File: src/verilog/soc_map_pkg.sv
// System map: CSR bank and registers of the system controller,
// GPIO widths, interrupt lines and reset lengths.

`default_nettype none

package soc_map_pkg;

	// System controller bank and register offsets
	localparam int unsigned BANK_SYSCTL        = 1;
	localparam int unsigned REG_GPIO_IN        = 0;
	localparam int unsigned REG_GPIO_OUT       = 1;
	localparam int unsigned REG_GPIO_IRQ_EN    = 2;
	localparam int unsigned REG_GPIO_PENDING   = 3;
	localparam int unsigned REG_TIMER0_CTRL    = 4;
	localparam int unsigned REG_TIMER0_COMPARE = 5;
	localparam int unsigned REG_TIMER0_COUNTER = 6;
	localparam int unsigned REG_TIMER1_CTRL    = 8;
	localparam int unsigned REG_TIMER1_COMPARE = 9;
	localparam int unsigned REG_TIMER1_COUNTER = 10;
	localparam int unsigned REG_SYSTEM_ID      = 15;

	// ASCII "MONE"
	localparam logic [31:0] SYSTEM_ID = 32'h4d4f_4e45;

	// Buttons in, LEDs out
	localparam int unsigned NUM_GPIO_IN  = 3;
	localparam int unsigned NUM_GPIO_OUT = 2;
	typedef logic [NUM_GPIO_IN-1:0]  gpio_in_t;
	typedef logic [NUM_GPIO_OUT-1:0] gpio_out_t;

	typedef logic [31:0] timer_count_t;

	// Interrupt lines
	typedef logic [2:0] irq_vec_t;
	localparam int unsigned IRQ_GPIO   = 0;
	localparam int unsigned IRQ_TIMER0 = 1;
	localparam int unsigned IRQ_TIMER1 = 2;

	// Flash reset must end before system reset
	localparam int unsigned RST_HOLD_CYCLES  = 256;
	localparam int unsigned FLASH_RST_CYCLES = 128;
	typedef logic [$clog2(RST_HOLD_CYCLES+1)-1:0]  rst_hold_cnt_t;
	typedef logic [$clog2(FLASH_RST_CYCLES+1)-1:0] flash_cnt_t;

	// Timer control register bits
	localparam int unsigned CTRL_EN      = 0;
	localparam int unsigned CTRL_AR      = 1;
	localparam int unsigned CTRL_PENDING = 2;

endpackage

`default_nettype wire

File: src/verilog/csr_pkg.sv
// Bus widths shared by the host port, the CSR bridge and CSR slaves.
// Imported by every block that touches either bus.

`default_nettype none

package csr_pkg;

	// ------------------------------------------------------------
	// Host port
	// ------------------------------------------------------------
	// Byte address, word data
	typedef logic [31:0] wb_addr_t;
	typedef logic [31:0] wb_data_t;

	// ------------------------------------------------------------
	// CSR bus
	// ------------------------------------------------------------
	// Word address, taken from host address bits 15:2
	typedef logic [13:0] csr_addr_t;
	typedef logic [31:0] csr_data_t;
	// Bank selects the peripheral, offset the register in it
	typedef logic [3:0] csr_bank_t;
	typedef logic [3:0] csr_offset_t;

	// Host address bit where the CSR word address starts
	localparam int unsigned CSR_ADDR_LSB = 2;
	// Start of the bank field inside a CSR address
	localparam int unsigned CSR_BANK_LSB = 10;

endpackage

`default_nettype wire
File: src/verilog/system.sv
// Top level of the control backbone: reset sequencer, host-port
// to CSR bridge and system controller.
`timescale 1ns/1ps
`default_nettype none

module system
	import csr_pkg::*, soc_map_pkg::*;
(
	input  logic      sys_clk,
	input  logic      trigger_reset,
	input  wb_addr_t  wb_adr_i,
	input  wb_data_t  wb_dat_i,
	input  logic      wb_we_i,
	input  logic      wb_cyc_i,
	input  logic      wb_stb_i,
	output wb_data_t  wb_dat_o,
	output logic      wb_ack_o,
	input  gpio_in_t  btn_i,
	output gpio_out_t led_o,
	output irq_vec_t  irq_o,
	output logic      flash_rst_n_o,
	output logic      periph_rst_n_o
);

	logic      sys_rst;
	logic      hard_reset;
	// CSR bus
	csr_addr_t csr_a;
	logic      csr_we;
	csr_data_t csr_dw;
	csr_data_t csr_dr;

	// ------------------------------------------------------------
	// Reset
	// ------------------------------------------------------------
	reset_gen reset_gen_i (
		.sys_clk       (sys_clk),
		.trigger_reset (trigger_reset),
		.hard_reset_i  (hard_reset),
		.sys_rst_o     (sys_rst),
		.flash_rst_n_o (flash_rst_n_o)
	);

	assign periph_rst_n_o = ~sys_rst;

	// ------------------------------------------------------------
	// Host port to CSR bus
	// ------------------------------------------------------------
	csr_bridge csr_bridge_i (
		.sys_clk   (sys_clk),
		.sys_rst_i (sys_rst),
		.wb_adr_i  (wb_adr_i),
		.wb_dat_i  (wb_dat_i),
		.wb_we_i   (wb_we_i),
		.wb_cyc_i  (wb_cyc_i),
		.wb_stb_i  (wb_stb_i),
		.wb_dat_o  (wb_dat_o),
		.wb_ack_o  (wb_ack_o),
		.csr_a_o   (csr_a),
		.csr_we_o  (csr_we),
		.csr_dw_o  (csr_dw),
		.csr_dr_i  (csr_dr)
	);

	// Single CSR slave, its read data goes straight back
	sysctl sysctl_i (
		.sys_clk      (sys_clk),
		.sys_rst_i    (sys_rst),
		.csr_a_i      (csr_a),
		.csr_we_i     (csr_we),
		.csr_dw_i     (csr_dw),
		.csr_dr_o     (csr_dr),
		.btn_i        (btn_i),
		.led_o        (led_o),
		.irq_o        (irq_o),
		.hard_reset_o (hard_reset)
	);

endmodule

`default_nettype wire

File: src/verilog/sysctl.sv
// System controller on CSR bank 1: GPIO with change interrupt, two
// interval timers, system ID and the software hard-reset register.
`timescale 1ns/1ps
`default_nettype none

module sysctl
	import csr_pkg::*, soc_map_pkg::*;
(
	input  logic      sys_clk,
	input  logic      sys_rst_i,
	input  csr_addr_t csr_a_i,
	input  logic      csr_we_i,
	input  csr_data_t csr_dw_i,
	output csr_data_t csr_dr_o,
	input  gpio_in_t  btn_i,
	output gpio_out_t led_o,
	output irq_vec_t  irq_o,
	output logic      hard_reset_o
);

	csr_bank_t    bank;
	csr_offset_t  offset;
	logic         bank_hit;
	logic         wr_en;
	gpio_in_t     btn_meta, btn_sync, btn_prev;
	gpio_out_t    gpio_out;
	gpio_in_t     irq_en;
	gpio_in_t     gpio_pending;
	gpio_in_t     pend_clr;
	logic         t0_ctrl_we, t0_compare_we, t0_counter_we;
	logic         t1_ctrl_we, t1_compare_we, t1_counter_we;
	logic         t0_en, t0_ar, t0_pending;
	logic         t1_en, t1_ar, t1_pending;
	timer_count_t t0_compare, t0_counter;
	timer_count_t t1_compare, t1_counter;

	// Control word as read back by software
	function automatic csr_data_t ctrl_word(input logic en, input logic ar, input logic pend);
		csr_data_t w;
		w = '0;
		w[CTRL_EN] = en;
		w[CTRL_AR] = ar;
		w[CTRL_PENDING] = pend;
		return w;
	endfunction

	// ------------------------------------------------------------
	// Address decode
	// ------------------------------------------------------------
	assign bank     = csr_a_i[CSR_BANK_LSB +: $bits(csr_bank_t)];
	assign offset   = csr_a_i[$bits(csr_offset_t)-1:0];
	assign bank_hit = (bank == csr_bank_t'(BANK_SYSCTL));
	assign wr_en    = csr_we_i && bank_hit;

	// Timer write strobes
	assign t0_ctrl_we    = wr_en && (offset == csr_offset_t'(REG_TIMER0_CTRL));
	assign t0_compare_we = wr_en && (offset == csr_offset_t'(REG_TIMER0_COMPARE));
	assign t0_counter_we = wr_en && (offset == csr_offset_t'(REG_TIMER0_COUNTER));
	assign t1_ctrl_we    = wr_en && (offset == csr_offset_t'(REG_TIMER1_CTRL));
	assign t1_compare_we = wr_en && (offset == csr_offset_t'(REG_TIMER1_COMPARE));
	assign t1_counter_we = wr_en && (offset == csr_offset_t'(REG_TIMER1_COUNTER));

	// Write-1-to-clear mask for pending bits
	assign pend_clr = (wr_en && (offset == csr_offset_t'(REG_GPIO_PENDING))) ?
		gpio_in_t'(csr_dw_i) : '0;

	// ------------------------------------------------------------
	// GPIO
	// ------------------------------------------------------------
	// Two-flop synchronizer, third stage for edge detect
	always_ff @(posedge sys_clk) begin
		btn_meta <= btn_i;
		btn_sync <= btn_meta;
		btn_prev <= btn_sync;
	end

	always_ff @(posedge sys_clk) begin
		if (sys_rst_i) begin
			gpio_out     <= '0;
			irq_en       <= '0;
			gpio_pending <= '0;
			hard_reset_o <= 1'b0;
		end else begin
			hard_reset_o <= wr_en && (offset == csr_offset_t'(REG_SYSTEM_ID));
			if (wr_en && (offset == csr_offset_t'(REG_GPIO_OUT))) begin
				gpio_out <= gpio_out_t'(csr_dw_i);
			end
			if (wr_en && (offset == csr_offset_t'(REG_GPIO_IRQ_EN))) begin
				irq_en <= gpio_in_t'(csr_dw_i);
			end
			// New change beats a clear in the same cycle
			gpio_pending <= (gpio_pending & ~pend_clr) | ((btn_sync ^ btn_prev) & irq_en);
		end
	end

	assign led_o             = gpio_out;
	assign irq_o[IRQ_GPIO]   = |gpio_pending;
	assign irq_o[IRQ_TIMER0] = t0_pending;
	assign irq_o[IRQ_TIMER1] = t1_pending;

	// ------------------------------------------------------------
	// Timers
	// ------------------------------------------------------------
	sysctl_timer timer0 (
		.sys_clk      (sys_clk),
		.sys_rst_i    (sys_rst_i),
		.ctrl_we_i    (t0_ctrl_we),
		.compare_we_i (t0_compare_we),
		.counter_we_i (t0_counter_we),
		.wdata_i      (csr_dw_i),
		.en_o         (t0_en),
		.ar_o         (t0_ar),
		.pending_o    (t0_pending),
		.compare_o    (t0_compare),
		.counter_o    (t0_counter)
	);

	sysctl_timer timer1 (
		.sys_clk      (sys_clk),
		.sys_rst_i    (sys_rst_i),
		.ctrl_we_i    (t1_ctrl_we),
		.compare_we_i (t1_compare_we),
		.counter_we_i (t1_counter_we),
		.wdata_i      (csr_dw_i),
		.en_o         (t1_en),
		.ar_o         (t1_ar),
		.pending_o    (t1_pending),
		.compare_o    (t1_compare),
		.counter_o    (t1_counter)
	);

	// ------------------------------------------------------------
	// Read data
	// ------------------------------------------------------------
	// Zero outside our bank and on unused offsets
	always_ff @(posedge sys_clk) begin
		csr_dr_o <= '0;
		if (bank_hit) begin
			case (offset)
				csr_offset_t'(REG_GPIO_IN):        csr_dr_o <= csr_data_t'(btn_sync);
				csr_offset_t'(REG_GPIO_OUT):       csr_dr_o <= csr_data_t'(gpio_out);
				csr_offset_t'(REG_GPIO_IRQ_EN):    csr_dr_o <= csr_data_t'(irq_en);
				csr_offset_t'(REG_GPIO_PENDING):   csr_dr_o <= csr_data_t'(gpio_pending);
				csr_offset_t'(REG_TIMER0_CTRL):    csr_dr_o <= ctrl_word(t0_en, t0_ar, t0_pending);
				csr_offset_t'(REG_TIMER0_COMPARE): csr_dr_o <= t0_compare;
				csr_offset_t'(REG_TIMER0_COUNTER): csr_dr_o <= t0_counter;
				csr_offset_t'(REG_TIMER1_CTRL):    csr_dr_o <= ctrl_word(t1_en, t1_ar, t1_pending);
				csr_offset_t'(REG_TIMER1_COMPARE): csr_dr_o <= t1_compare;
				csr_offset_t'(REG_TIMER1_COUNTER): csr_dr_o <= t1_counter;
				csr_offset_t'(REG_SYSTEM_ID):      csr_dr_o <= SYSTEM_ID;
				default:                           csr_dr_o <= '0;
			endcase
		end
	end

endmodule

`default_nettype wire

File: src/verilog/sysctl_timer.sv
// Interval timer of the system controller. Counts up to the compare
// value, then flags pending and restarts or stops.
`timescale 1ns/1ps
`default_nettype none

module sysctl_timer
	import soc_map_pkg::*;
(
	input  logic         sys_clk,
	input  logic         sys_rst_i,
	input  logic         ctrl_we_i,
	input  logic         compare_we_i,
	input  logic         counter_we_i,
	input  timer_count_t wdata_i,
	output logic         en_o,
	output logic         ar_o,
	output logic         pending_o,
	output timer_count_t compare_o,
	output timer_count_t counter_o
);

	logic match;

	assign match = (counter_o == compare_o);

	always_ff @(posedge sys_clk) begin
		if (sys_rst_i) begin
			en_o      <= 1'b0;
			ar_o      <= 1'b0;
			pending_o <= 1'b0;
			compare_o <= '0;
			counter_o <= '0;
		end else begin
			// Counting
			if (en_o) begin
				if (match) begin
					pending_o <= 1'b1;
					counter_o <= '0;
					// One-shot unless autorestart
					if (!ar_o) begin
						en_o <= 1'b0;
					end
				end else begin
					counter_o <= counter_o + 1'b1;
				end
			end
			// Register writes win over counting
			if (ctrl_we_i) begin
				en_o      <= wdata_i[CTRL_EN];
				ar_o      <= wdata_i[CTRL_AR];
				// Acknowledges the interrupt
				pending_o <= 1'b0;
			end
			if (compare_we_i) begin
				compare_o <= wdata_i;
			end
			if (counter_we_i) begin
				counter_o <= wdata_i;
			end
		end
	end

endmodule

`default_nettype wire

File: src/verilog/csr_bridge.sv
// Host-port slave turning each strobe/acknowledge cycle into one
// CSR access. Ack comes two cycles after the request is seen.
`timescale 1ns/1ps
`default_nettype none

module csr_bridge
	import csr_pkg::*;
(
	input  logic      sys_clk,
	input  logic      sys_rst_i,
	input  wb_addr_t  wb_adr_i,
	input  wb_data_t  wb_dat_i,
	input  logic      wb_we_i,
	input  logic      wb_cyc_i,
	input  logic      wb_stb_i,
	output wb_data_t  wb_dat_o,
	output logic      wb_ack_o,
	output csr_addr_t csr_a_o,
	output logic      csr_we_o,
	output csr_data_t csr_dw_o,
	input  csr_data_t csr_dr_i
);

	typedef enum logic [1:0] {
		IDLE,
		ACCESS,
		ACK,
		RECOVER
	} state_t;

	state_t state;
	logic   start;

	// New request, only taken when idle
	assign start = (state == IDLE) && wb_cyc_i && wb_stb_i;

	// ------------------------------------------------------------
	// Control FSM
	// ------------------------------------------------------------
	always_ff @(posedge sys_clk) begin
		if (sys_rst_i) begin
			state    <= IDLE;
			wb_ack_o <= 1'b0;
			csr_we_o <= 1'b0;
		end else begin
			// Both strobes last a single cycle
			wb_ack_o <= 1'b0;
			csr_we_o <= 1'b0;
			case (state)
				IDLE: begin
					if (start) begin
						csr_we_o <= wb_we_i;
						state    <= ACCESS;
					end
				end
				// Slave registers its read data here
				ACCESS: state <= ACK;
				ACK: begin
					wb_ack_o <= 1'b1;
					state    <= RECOVER;
				end
				// Ack is visible, master drops stb
				RECOVER: state <= IDLE;
				default: state <= IDLE;
			endcase
		end
	end

	// ------------------------------------------------------------
	// Address and data paths
	// ------------------------------------------------------------
	always_ff @(posedge sys_clk) begin
		if (start) begin
			csr_a_o  <= wb_adr_i[CSR_ADDR_LSB +: $bits(csr_addr_t)];
			csr_dw_o <= wb_dat_i;
		end
		if (state == ACK) begin
			wb_dat_o <= csr_dr_i;
		end
	end

endmodule

`default_nettype wire

File: src/verilog/reset_gen.sv
// Reset sequencer: stretches a reset request into the system reset
// and releases the boot-flash reset well before it.
`timescale 1ns/1ps
`default_nettype none

module reset_gen
	import soc_map_pkg::*;
(
	input  logic sys_clk,
	input  logic trigger_reset,
	input  logic hard_reset_i,
	output logic sys_rst_o,
	output logic flash_rst_n_o
);

	// Registered request, external or from software
	logic          req_q;
	rst_hold_cnt_t hold_cnt;
	flash_cnt_t    flash_cnt;

	// ------------------------------------------------------------
	// System reset stretch
	// ------------------------------------------------------------
	always_ff @(posedge sys_clk) begin
		req_q <= trigger_reset | hard_reset_i;
		// Reload while requested, then count down to zero
		if (req_q) begin
			hold_cnt <= rst_hold_cnt_t'(RST_HOLD_CYCLES);
		end else if (hold_cnt != '0) begin
			hold_cnt <= hold_cnt - 1'b1;
		end
		sys_rst_o <= req_q | (hold_cnt != '0);
	end

	// ------------------------------------------------------------
	// Flash reset
	// ------------------------------------------------------------
	// Flash needs time out of reset before the host may read it,
	// so its counter is shorter than the system hold
	always_ff @(posedge sys_clk) begin
		if (req_q) begin
			flash_cnt <= '0;
		end else if (flash_cnt != flash_cnt_t'(FLASH_RST_CYCLES)) begin
			flash_cnt <= flash_cnt + 1'b1;
		end
	end

	assign flash_rst_n_o = (flash_cnt == flash_cnt_t'(FLASH_RST_CYCLES));

endmodule

`default_nettype wire

File: config.mk
export PLATFORM = sky130hd
export DESIGN_NAME = system
export DESIGN_NICKNAME = d
export VERILOG_FILES = /design/src/verilog/soc_map_pkg.sv /design/src/verilog/csr_pkg.sv /design/src/verilog/system.sv /design/src/verilog/sysctl.sv /design/src/verilog/sysctl_timer.sv /design/src/verilog/csr_bridge.sv /design/src/verilog/reset_gen.sv
export SDC_FILE = /design/constraint.sdc
export NUM_CORES = 1
export LEC_CHECK = 0
export BUFFER_PORTS_ARGS = -buffer_cell sky130_fd_sc_hd__buf_2
export CELL_PAD_IN_SITES_DETAIL_PLACEMENT = 2
export CELL_PAD_IN_SITES_GLOBAL_PLACEMENT = 2
export CORE_MARGIN = 2
export CORE_UTILIZATION = 42
export DETAILED_ROUTE_END_ITERATION = 12
export PLACE_DENSITY = 0.92
export SYNTH_ARGS = -nofsm -noshare
export SYNTH_HDL_FRONTEND = slang
export SYNTH_HIERARCHICAL = 1
export SYNTH_SLANG_ARGS = --single-unit
File: constraint.sdc
create_clock -name sys_clk -period 4.8 [get_ports sys_clk]
set_clock_uncertainty 0.2 [all_clocks]
set_input_delay 0 -clock sys_clk [delete_from_list [all_inputs] [get_ports sys_clk]]
set_output_delay 0 -clock sys_clk [all_outputs]
set_load 0.02 [all_outputs]
==> results of run 1 <==
## tightest hold or removal path, cell delays in order
cell           delay (ns)
dlygate4sd3_1        0.52
buf_2                0.10
and3b_1              0.17
## routing by layer
metal / share of wire (%) / vias up
li1: - / 5229
met1: 38 / 6187
met2: 51 / 522
met3: 4.5 / 173
met4: 5.6 / 0
met5: 0 / -
## path summary, 6_finish.rpt
kind	to	from	depth (start not counted)	slack (ns)
worst max register to register	sysctl_i/timer0/counter_o[22]$_SDFFE_PP0P_	csr_bridge_i/csr_a_o[11]$_DFFE_PP_	8	1.02
worst min-delay path	csr_bridge_i/csr_we_o$_SDFF_PP0_	wb_we_i	3	0.06
worst min register to register	sysctl_i/btn_sync[0]$_DFF_P_	sysctl_i/btn_meta[0]$_DFF_P_	0	0.13
worst max-delay path	sysctl_i/timer0/counter_o[22]$_SDFFE_PP0P_	csr_bridge_i/csr_a_o[11]$_DFFE_PP_	8	1.02
## registers in the layout, indices dropped and copies added (netlist names), 2 cells and up
register / cells
csr_bridge_i/csr_a_o: 8
sysctl_i/csr_dr_o: 32
sysctl_i/timer1/counter_o: 32
csr_bridge_i/state: 2
sysctl_i/gpio_pending: 3
sysctl_i/btn_sync: 3
sysctl_i/btn_prev: 3
csr_bridge_i/csr_dw_o: 32
reset_gen_i/hold_cnt: 9
sysctl_i/timer1/compare_o: 32
reset_gen_i/flash_cnt: 8
sysctl_i/timer0/compare_o: 32
sysctl_i/timer0/counter_o: 32
sysctl_i/btn_meta: 3
sysctl_i/irq_en: 3
csr_bridge_i/wb_dat_o: 32
sysctl_i/led_o: 2
## stage by stage
step                      hold WS [ns]  util [%]  cells  power, uW  cell area [um2]
after CTS                       0.0275      51.1   1907       5350            15800
final                           0.0555      51.1   1907       5390            15800
after global routing            0.0824      51.1   1907       5530            15800
after floorplan                 -0.172         -   1365       2750            13200
after global placement         -0.0974      44.8   1759       2830            13800
after detailed placement       -0.0862      44.8   1759       2860            13800
## power groups by stage
stage               combinational (uW)  clock, uW  sequential (uW)
floorplan                          192          0             2560
global placement                   228          0             2610
detailed placement                 251          0             2610
CTS                                317       2470             2560
global route                       361       2590             2580
finish                             338       2480             2570
## timing repair
action | CTS | global route
hold endpoints to repair | 47 | 0
hold buffers | 91 | 0
gates resized for setup | 0 | 0
## cell type report
class | instances | area (um2)
Clock buffer | 42 | 888
Clock inverter | 15 | 131
Fill cell | 3061 | 15100
Inverter | 50 | 188
Multi-Input combinational cell | 934 | 6290
Sequential cell | 279 | 6310
Tap cell | 396 | 495
Timing Repair Buffer | 191 | 1460
==> metrics.cfg, run 1 <==
[run_status]
outcome = completed

[sta]
max_clock_freq_mhz = 265
slew_headroom_pct = 12.4
fin_ws_ns = 1.02
timing.setup.tns_ns = 0
worst_pin_slew_ns = 1.31
hold_violations = 0
rsz0062_at_grt = no
setup_viol = 0
slew_viol_final = 0
min_period_ns = 3.78
fin_crit_sh_pct = 78.7

[critical_path]
crit_type = flip-flop to flip-flop
cp_common_cell = a21oi_1
worstPathMaxFanout = 49
cp.required_ns = 5.03
endpoint_kind = flip-flop
max_stage_delay_ns = 0.64
start_kind = flip-flop
crit_chain = nor4b_4 > nand2_4 > nor3_2 > buf_4 > inv_1 > and3_1 > a21oi_1 > a21oi_1
crit_arrival_ns = 4.01
critPathTopFamily = simple AND/OR/NAND/NOR gates
slowest_stage = nor4b_4
cp_num_buf_inv = 2

[routing]
dr_total_vias = 12100
drcViolationCount = 0
routed_wl_mm = 57.8
firstDrtPassIters = 5
drt-initial-drc-count = 1014
routed_via_density = 6.35
ant_nets = 0
drt-wirelength-per-cell_um = 30.3

[place]
preCtsSetupSlack_ns = 1.40
io_buffers = 87
gp_congestion = 0.865
dp.final_hpwl_mm = 33.0

[layout]
layout_common_cells = dfxtp_1, a21oi_1, nor2_1, dlygate4sd3_1, buf_2
final_common_cell = dfxtp_1
drive_above_1_share_pct = 13.4
nets = 1567
area_growth_pct = 19.1
diodes = 0

[die]
core_um2 = 30800
fp.dieH_um = 181
die_w_um = 181
initial_core_util_pct = 42.9
num_rows = 64
top_level_ports = 112
dieArea_um2 = 32900

[global_routing]
grtUsageMet3_pct = 4.35
grt_pass1_vias = 13300
gr-max-usage-layer = met2
grt_max_degree = 99
grt_use_met2_pct = 63.8
use_met1_pct = 39.6
gr-usage-all-layers_pct = 34.7
grt_pass1_wl_mm = 86.7
grt_overflow = 0
antenna_found_initial = 0

[pwr]
p_seq_share_pct = 47.7
p_comb_share_pct = 6.3
internal_power_uw = 4020
p_switching_uw = 1370
powerDensity_nw_per_um2 = 342
pwr-share-clk_pct = 46.1
p_leak_uw = 0.00571
switching_share_pct = 25.5
ir_drop_uv = 327

[cts]
cts_tree = built
htreeDepth = 1
cts_root_buffer = clkbuf_16
clk_pin_slew_worst_paths_ns = 0.07
post_cts_buffers = 0
cts_buffer_depth = 3
clk_latency_ns = 0.58
cts.sinks = 279
numCtsBuffers = 31

[yosys]
yosys_warnings = 6
syn_area_um2 = 13200
postSynthCellCount = 1365
syn_nets = 1445
syn_avg_cell_area_um2 = 9.69

[worst_hold_path]
hp-class = input port to flip-flop

[flow_run]
cap_violations = 0

Power figures use the tool's default switching activity.
==> run 2: changes to the inputs <==
CORE_UTILIZATION = 35   (was 42)
PLACE_DENSITY = 0.82   (was 0.92)
clock period = 3.28 ns   (was 4.8 ns; I/O delays follow)
==> run 2 against run 1 <==
Effect of this change:
- utilization fell by 7.2 points
- count of clock-buffer cells in the layout is 1 higher
- first-iteration DRC count down 30%
- worst setup slack got worse by 0.75 ns
- sequential power up 46%
- register-to-register slack worse by 0.75 ns
- clock power up 63%
- die area is 20% higher
- fmax rose by 26%
- combinational power up 41%
==> metrics.cfg, run 2 (synthesis gave the netlist of run 1 again) <==
[run_status]
outcome = completed

[routing]
drcViolationCount = 0  ; unchanged
routed_via_density = 5.71  ; -10%
drt-initial-drc-count = 710  ; -30%
routed_wl_mm = 53.0  ; -8.5%
ant_nets = 0  ; unchanged
dr_total_vias = 11800  ; -2.4%
firstDrtPassIters = 5  ; unchanged
drt-wirelength-per-cell_um = 25.6  ; -16%

[pwr]
internal_power_uw = 6280  ; +56%
switching_share_pct = 24.0  ; -1.5 points
p_comb_share_pct = 5.8  ; -0.5 points
total_power_uw = 8260  ; +53%
pwr-share-clk_pct = 48.9  ; +2.8 points
p_leak_uw = 0.00603  ; +5.5%
p_seq_share_pct = 45.3  ; -2.4 points
powerDensity_nw_per_um2 = 504  ; +47%
p_switching_uw = 1980  ; +44%
ir_drop_uv = 452  ; +38%

[layout]
fillers = 3920  ; +28%
nets = 1614  ; +3.0%
final_area_um2 = 16400  ; +4.1%
drive_above_1_share_pct = 16.5  ; +3.1 points
multi_input_area_um2 = 6290  ; about the same
diodes = 0  ; unchanged
seqCellArea_um2 = 6310  ; unchanged
final_common_cell = dfxtp_1
area_growth_pct = 24.1
layout_common_cells = dfxtp_1, a21oi_1, nor2_1, dlygate4sd3_1, buf_2

[global_routing]
gr-usage-all-layers_pct = 26.8  ; -7.9 points
grt_overflow = 0  ; unchanged
antenna_found_initial = 1  ; +1
grt_pass1_wl_mm = 79.5  ; -8.3%
grt_pass1_vias = 12900  ; -3.1%
grt_max_degree = 54  ; -45%

[die]
initial_core_util_pct = 35.4  ; -7.5 points
num_rows = 71  ; +11%
core_um2 = 37400  ; +21%
die_w_um = 198  ; +9.3%
top_level_ports = 112  ; unchanged
dieArea_um2 = 39400  ; +20%
fp.dieH_um = 198  ; +9.3%

[sta]
worst_pin_slew_ns = 1.10  ; -0.214 ns
fin_ws_ns = 0.273  ; -0.750 ns
max_clock_freq_mhz = 333  ; +26%
timing.setup.tns_ns = 0  ; unchanged
slew_headroom_pct = 26.7  ; +14 points
min_period_ns = 3.01  ; -0.770 ns
hold_violations = 0  ; unchanged
setup_viol = 0  ; unchanged
fin_crit_sh_pct = 91.7  ; +13 points
rsz0062_at_grt = no
slew_viol_final = 0  ; unchanged

[cts]
clk_pin_slew_worst_paths_ns = 0.06  ; about the same
cts_buffer_depth = 3  ; unchanged
cts_root_buffer = clkbuf_16
htreeDepth = 2  ; +1
numCtsBuffers = 34  ; +9.7%
cts_tree = built
clk_latency_ns = 0.54  ; -0.04 ns
cts.sinks = 279  ; unchanged

[critical_path]
start_kind = flip-flop
cp_num_buf_inv = 2  ; unchanged
crit_chain = nor4b_4 > buf_4 > nand2_4 > nor3_4 > clkinvlp_4 > and3_1 > a21oi_1 > a21oi_1
endpoint_kind = flip-flop
max_stage_delay_ns = 0.52  ; -0.12 ns
cp.required_ns = 3.49  ; -1.54 ns
crit_arrival_ns = 3.21  ; -0.80 ns
critPathTopFamily = simple AND/OR/NAND/NOR gates
cp_common_cell = a21oi_1
worstPathMaxFanout = 15  ; -69%
slowest_stage = nor3_4
crit_type = flip-flop to flip-flop

[worst_hold_path]
hp-class = input port to flip-flop

[place]
gp_congestion = 0.845  ; -2.3%
io_buffers = 87  ; unchanged
dp.final_hpwl_mm = 34.1  ; +3.6%
place_area_um2 = 14300  ; +3.7%
preCtsSetupSlack_ns = 0.0847  ; -1.31 ns

[flow_run]
cap_violations = 0  ; unchanged

## run 2: cell types whose count changed in the layout (fill, tap and decap cells not counted), moves of 2 or more
| cell | delta |
|---|---|
| buf_4 | +45 |
| buf_12 | +2 |
| dlygate4sd3_1 | -4 |
| clkinvlp_4 | +2 |
| bufinv_16 | +3 |
| clkbuf_16 | +3 |
## run 2: final timing paths
path,startpoint,endpoint,slack (ns),cells past startpoint
setup / recovery,csr_bridge_i/csr_a_o[12]$_DFFE_PP_,sysctl_i/timer0/counter_o[29]$_SDFFE_PP0P_,0.27,8
hold / removal,wb_dat_i[0],csr_bridge_i/csr_dw_o[0]$_DFFE_PP_,0.01,2
setup reg to reg,csr_bridge_i/csr_a_o[12]$_DFFE_PP_,sysctl_i/timer0/counter_o[29]$_SDFFE_PP0P_,0.27,8
hold reg to reg,sysctl_i/btn_meta[2]$_DFF_P_,sysctl_i/btn_sync[2]$_DFF_P_,0.14,0
## run 2: power groups by stage
| stage | sequential (uW) | clock, uW | combinational (uW) |
|---|---|---|---|
| floorplan | 3740 | 0 | 281 |
| global placement | 3800 | 0 | 360 |
| detailed placement | 3810 | 0 | 384 |
| CTS | 3740 | 4090 | 467 |
| global route | 3750 | 4270 | 526 |
| finish | 3750 | 4040 | 477 |
## run 2: through the flow
step	instances	hold WS, ns	utilization, %
6_report	2070	0.0103	43.9
4_1_cts	2067	0.00227	43.8
3_3_place_gp	1919	-0.0954	38.3
5_1_grt	2070	0.00690	43.9
2_1_floorplan	1365	-0.172	-
3_5_place_dp	1919	-0.0948	38.3
## run 2: cell type report
| cell class | count | area share (%) |
|---|---|---|
| flip-flops and latches | 279 | 38.4 |
| multi-input cells | 934 | 38.4 |
| repair buffers | 234 | 10.9 |
| clock buffers | 43 | 5.76 |
| well taps | 511 | 3.90 |
| clock inverters | 18 | 1.39 |
| inverters | 50 | 1.17 |
| repair inverters | 1 | 0.0457 |
## run 2: layer usage
metal  vias up  GRT usage (%)  wire length (um)
met1      6043           32.1             21900
met4         2           11.0              2190
met3       124           4.56              2510
met5         -              0                13
li1       5316              -                 -
met2       337           47.5             26300
## run 2: repair_timing
item | in CTS | in global routing
endpoints found under the setup margin | 0 | 15
gates resized for setup | 0 | 3
setup buffers | 0 | 2
hold endpoints to repair | 50 | 0
hold buffers | 87 | 0
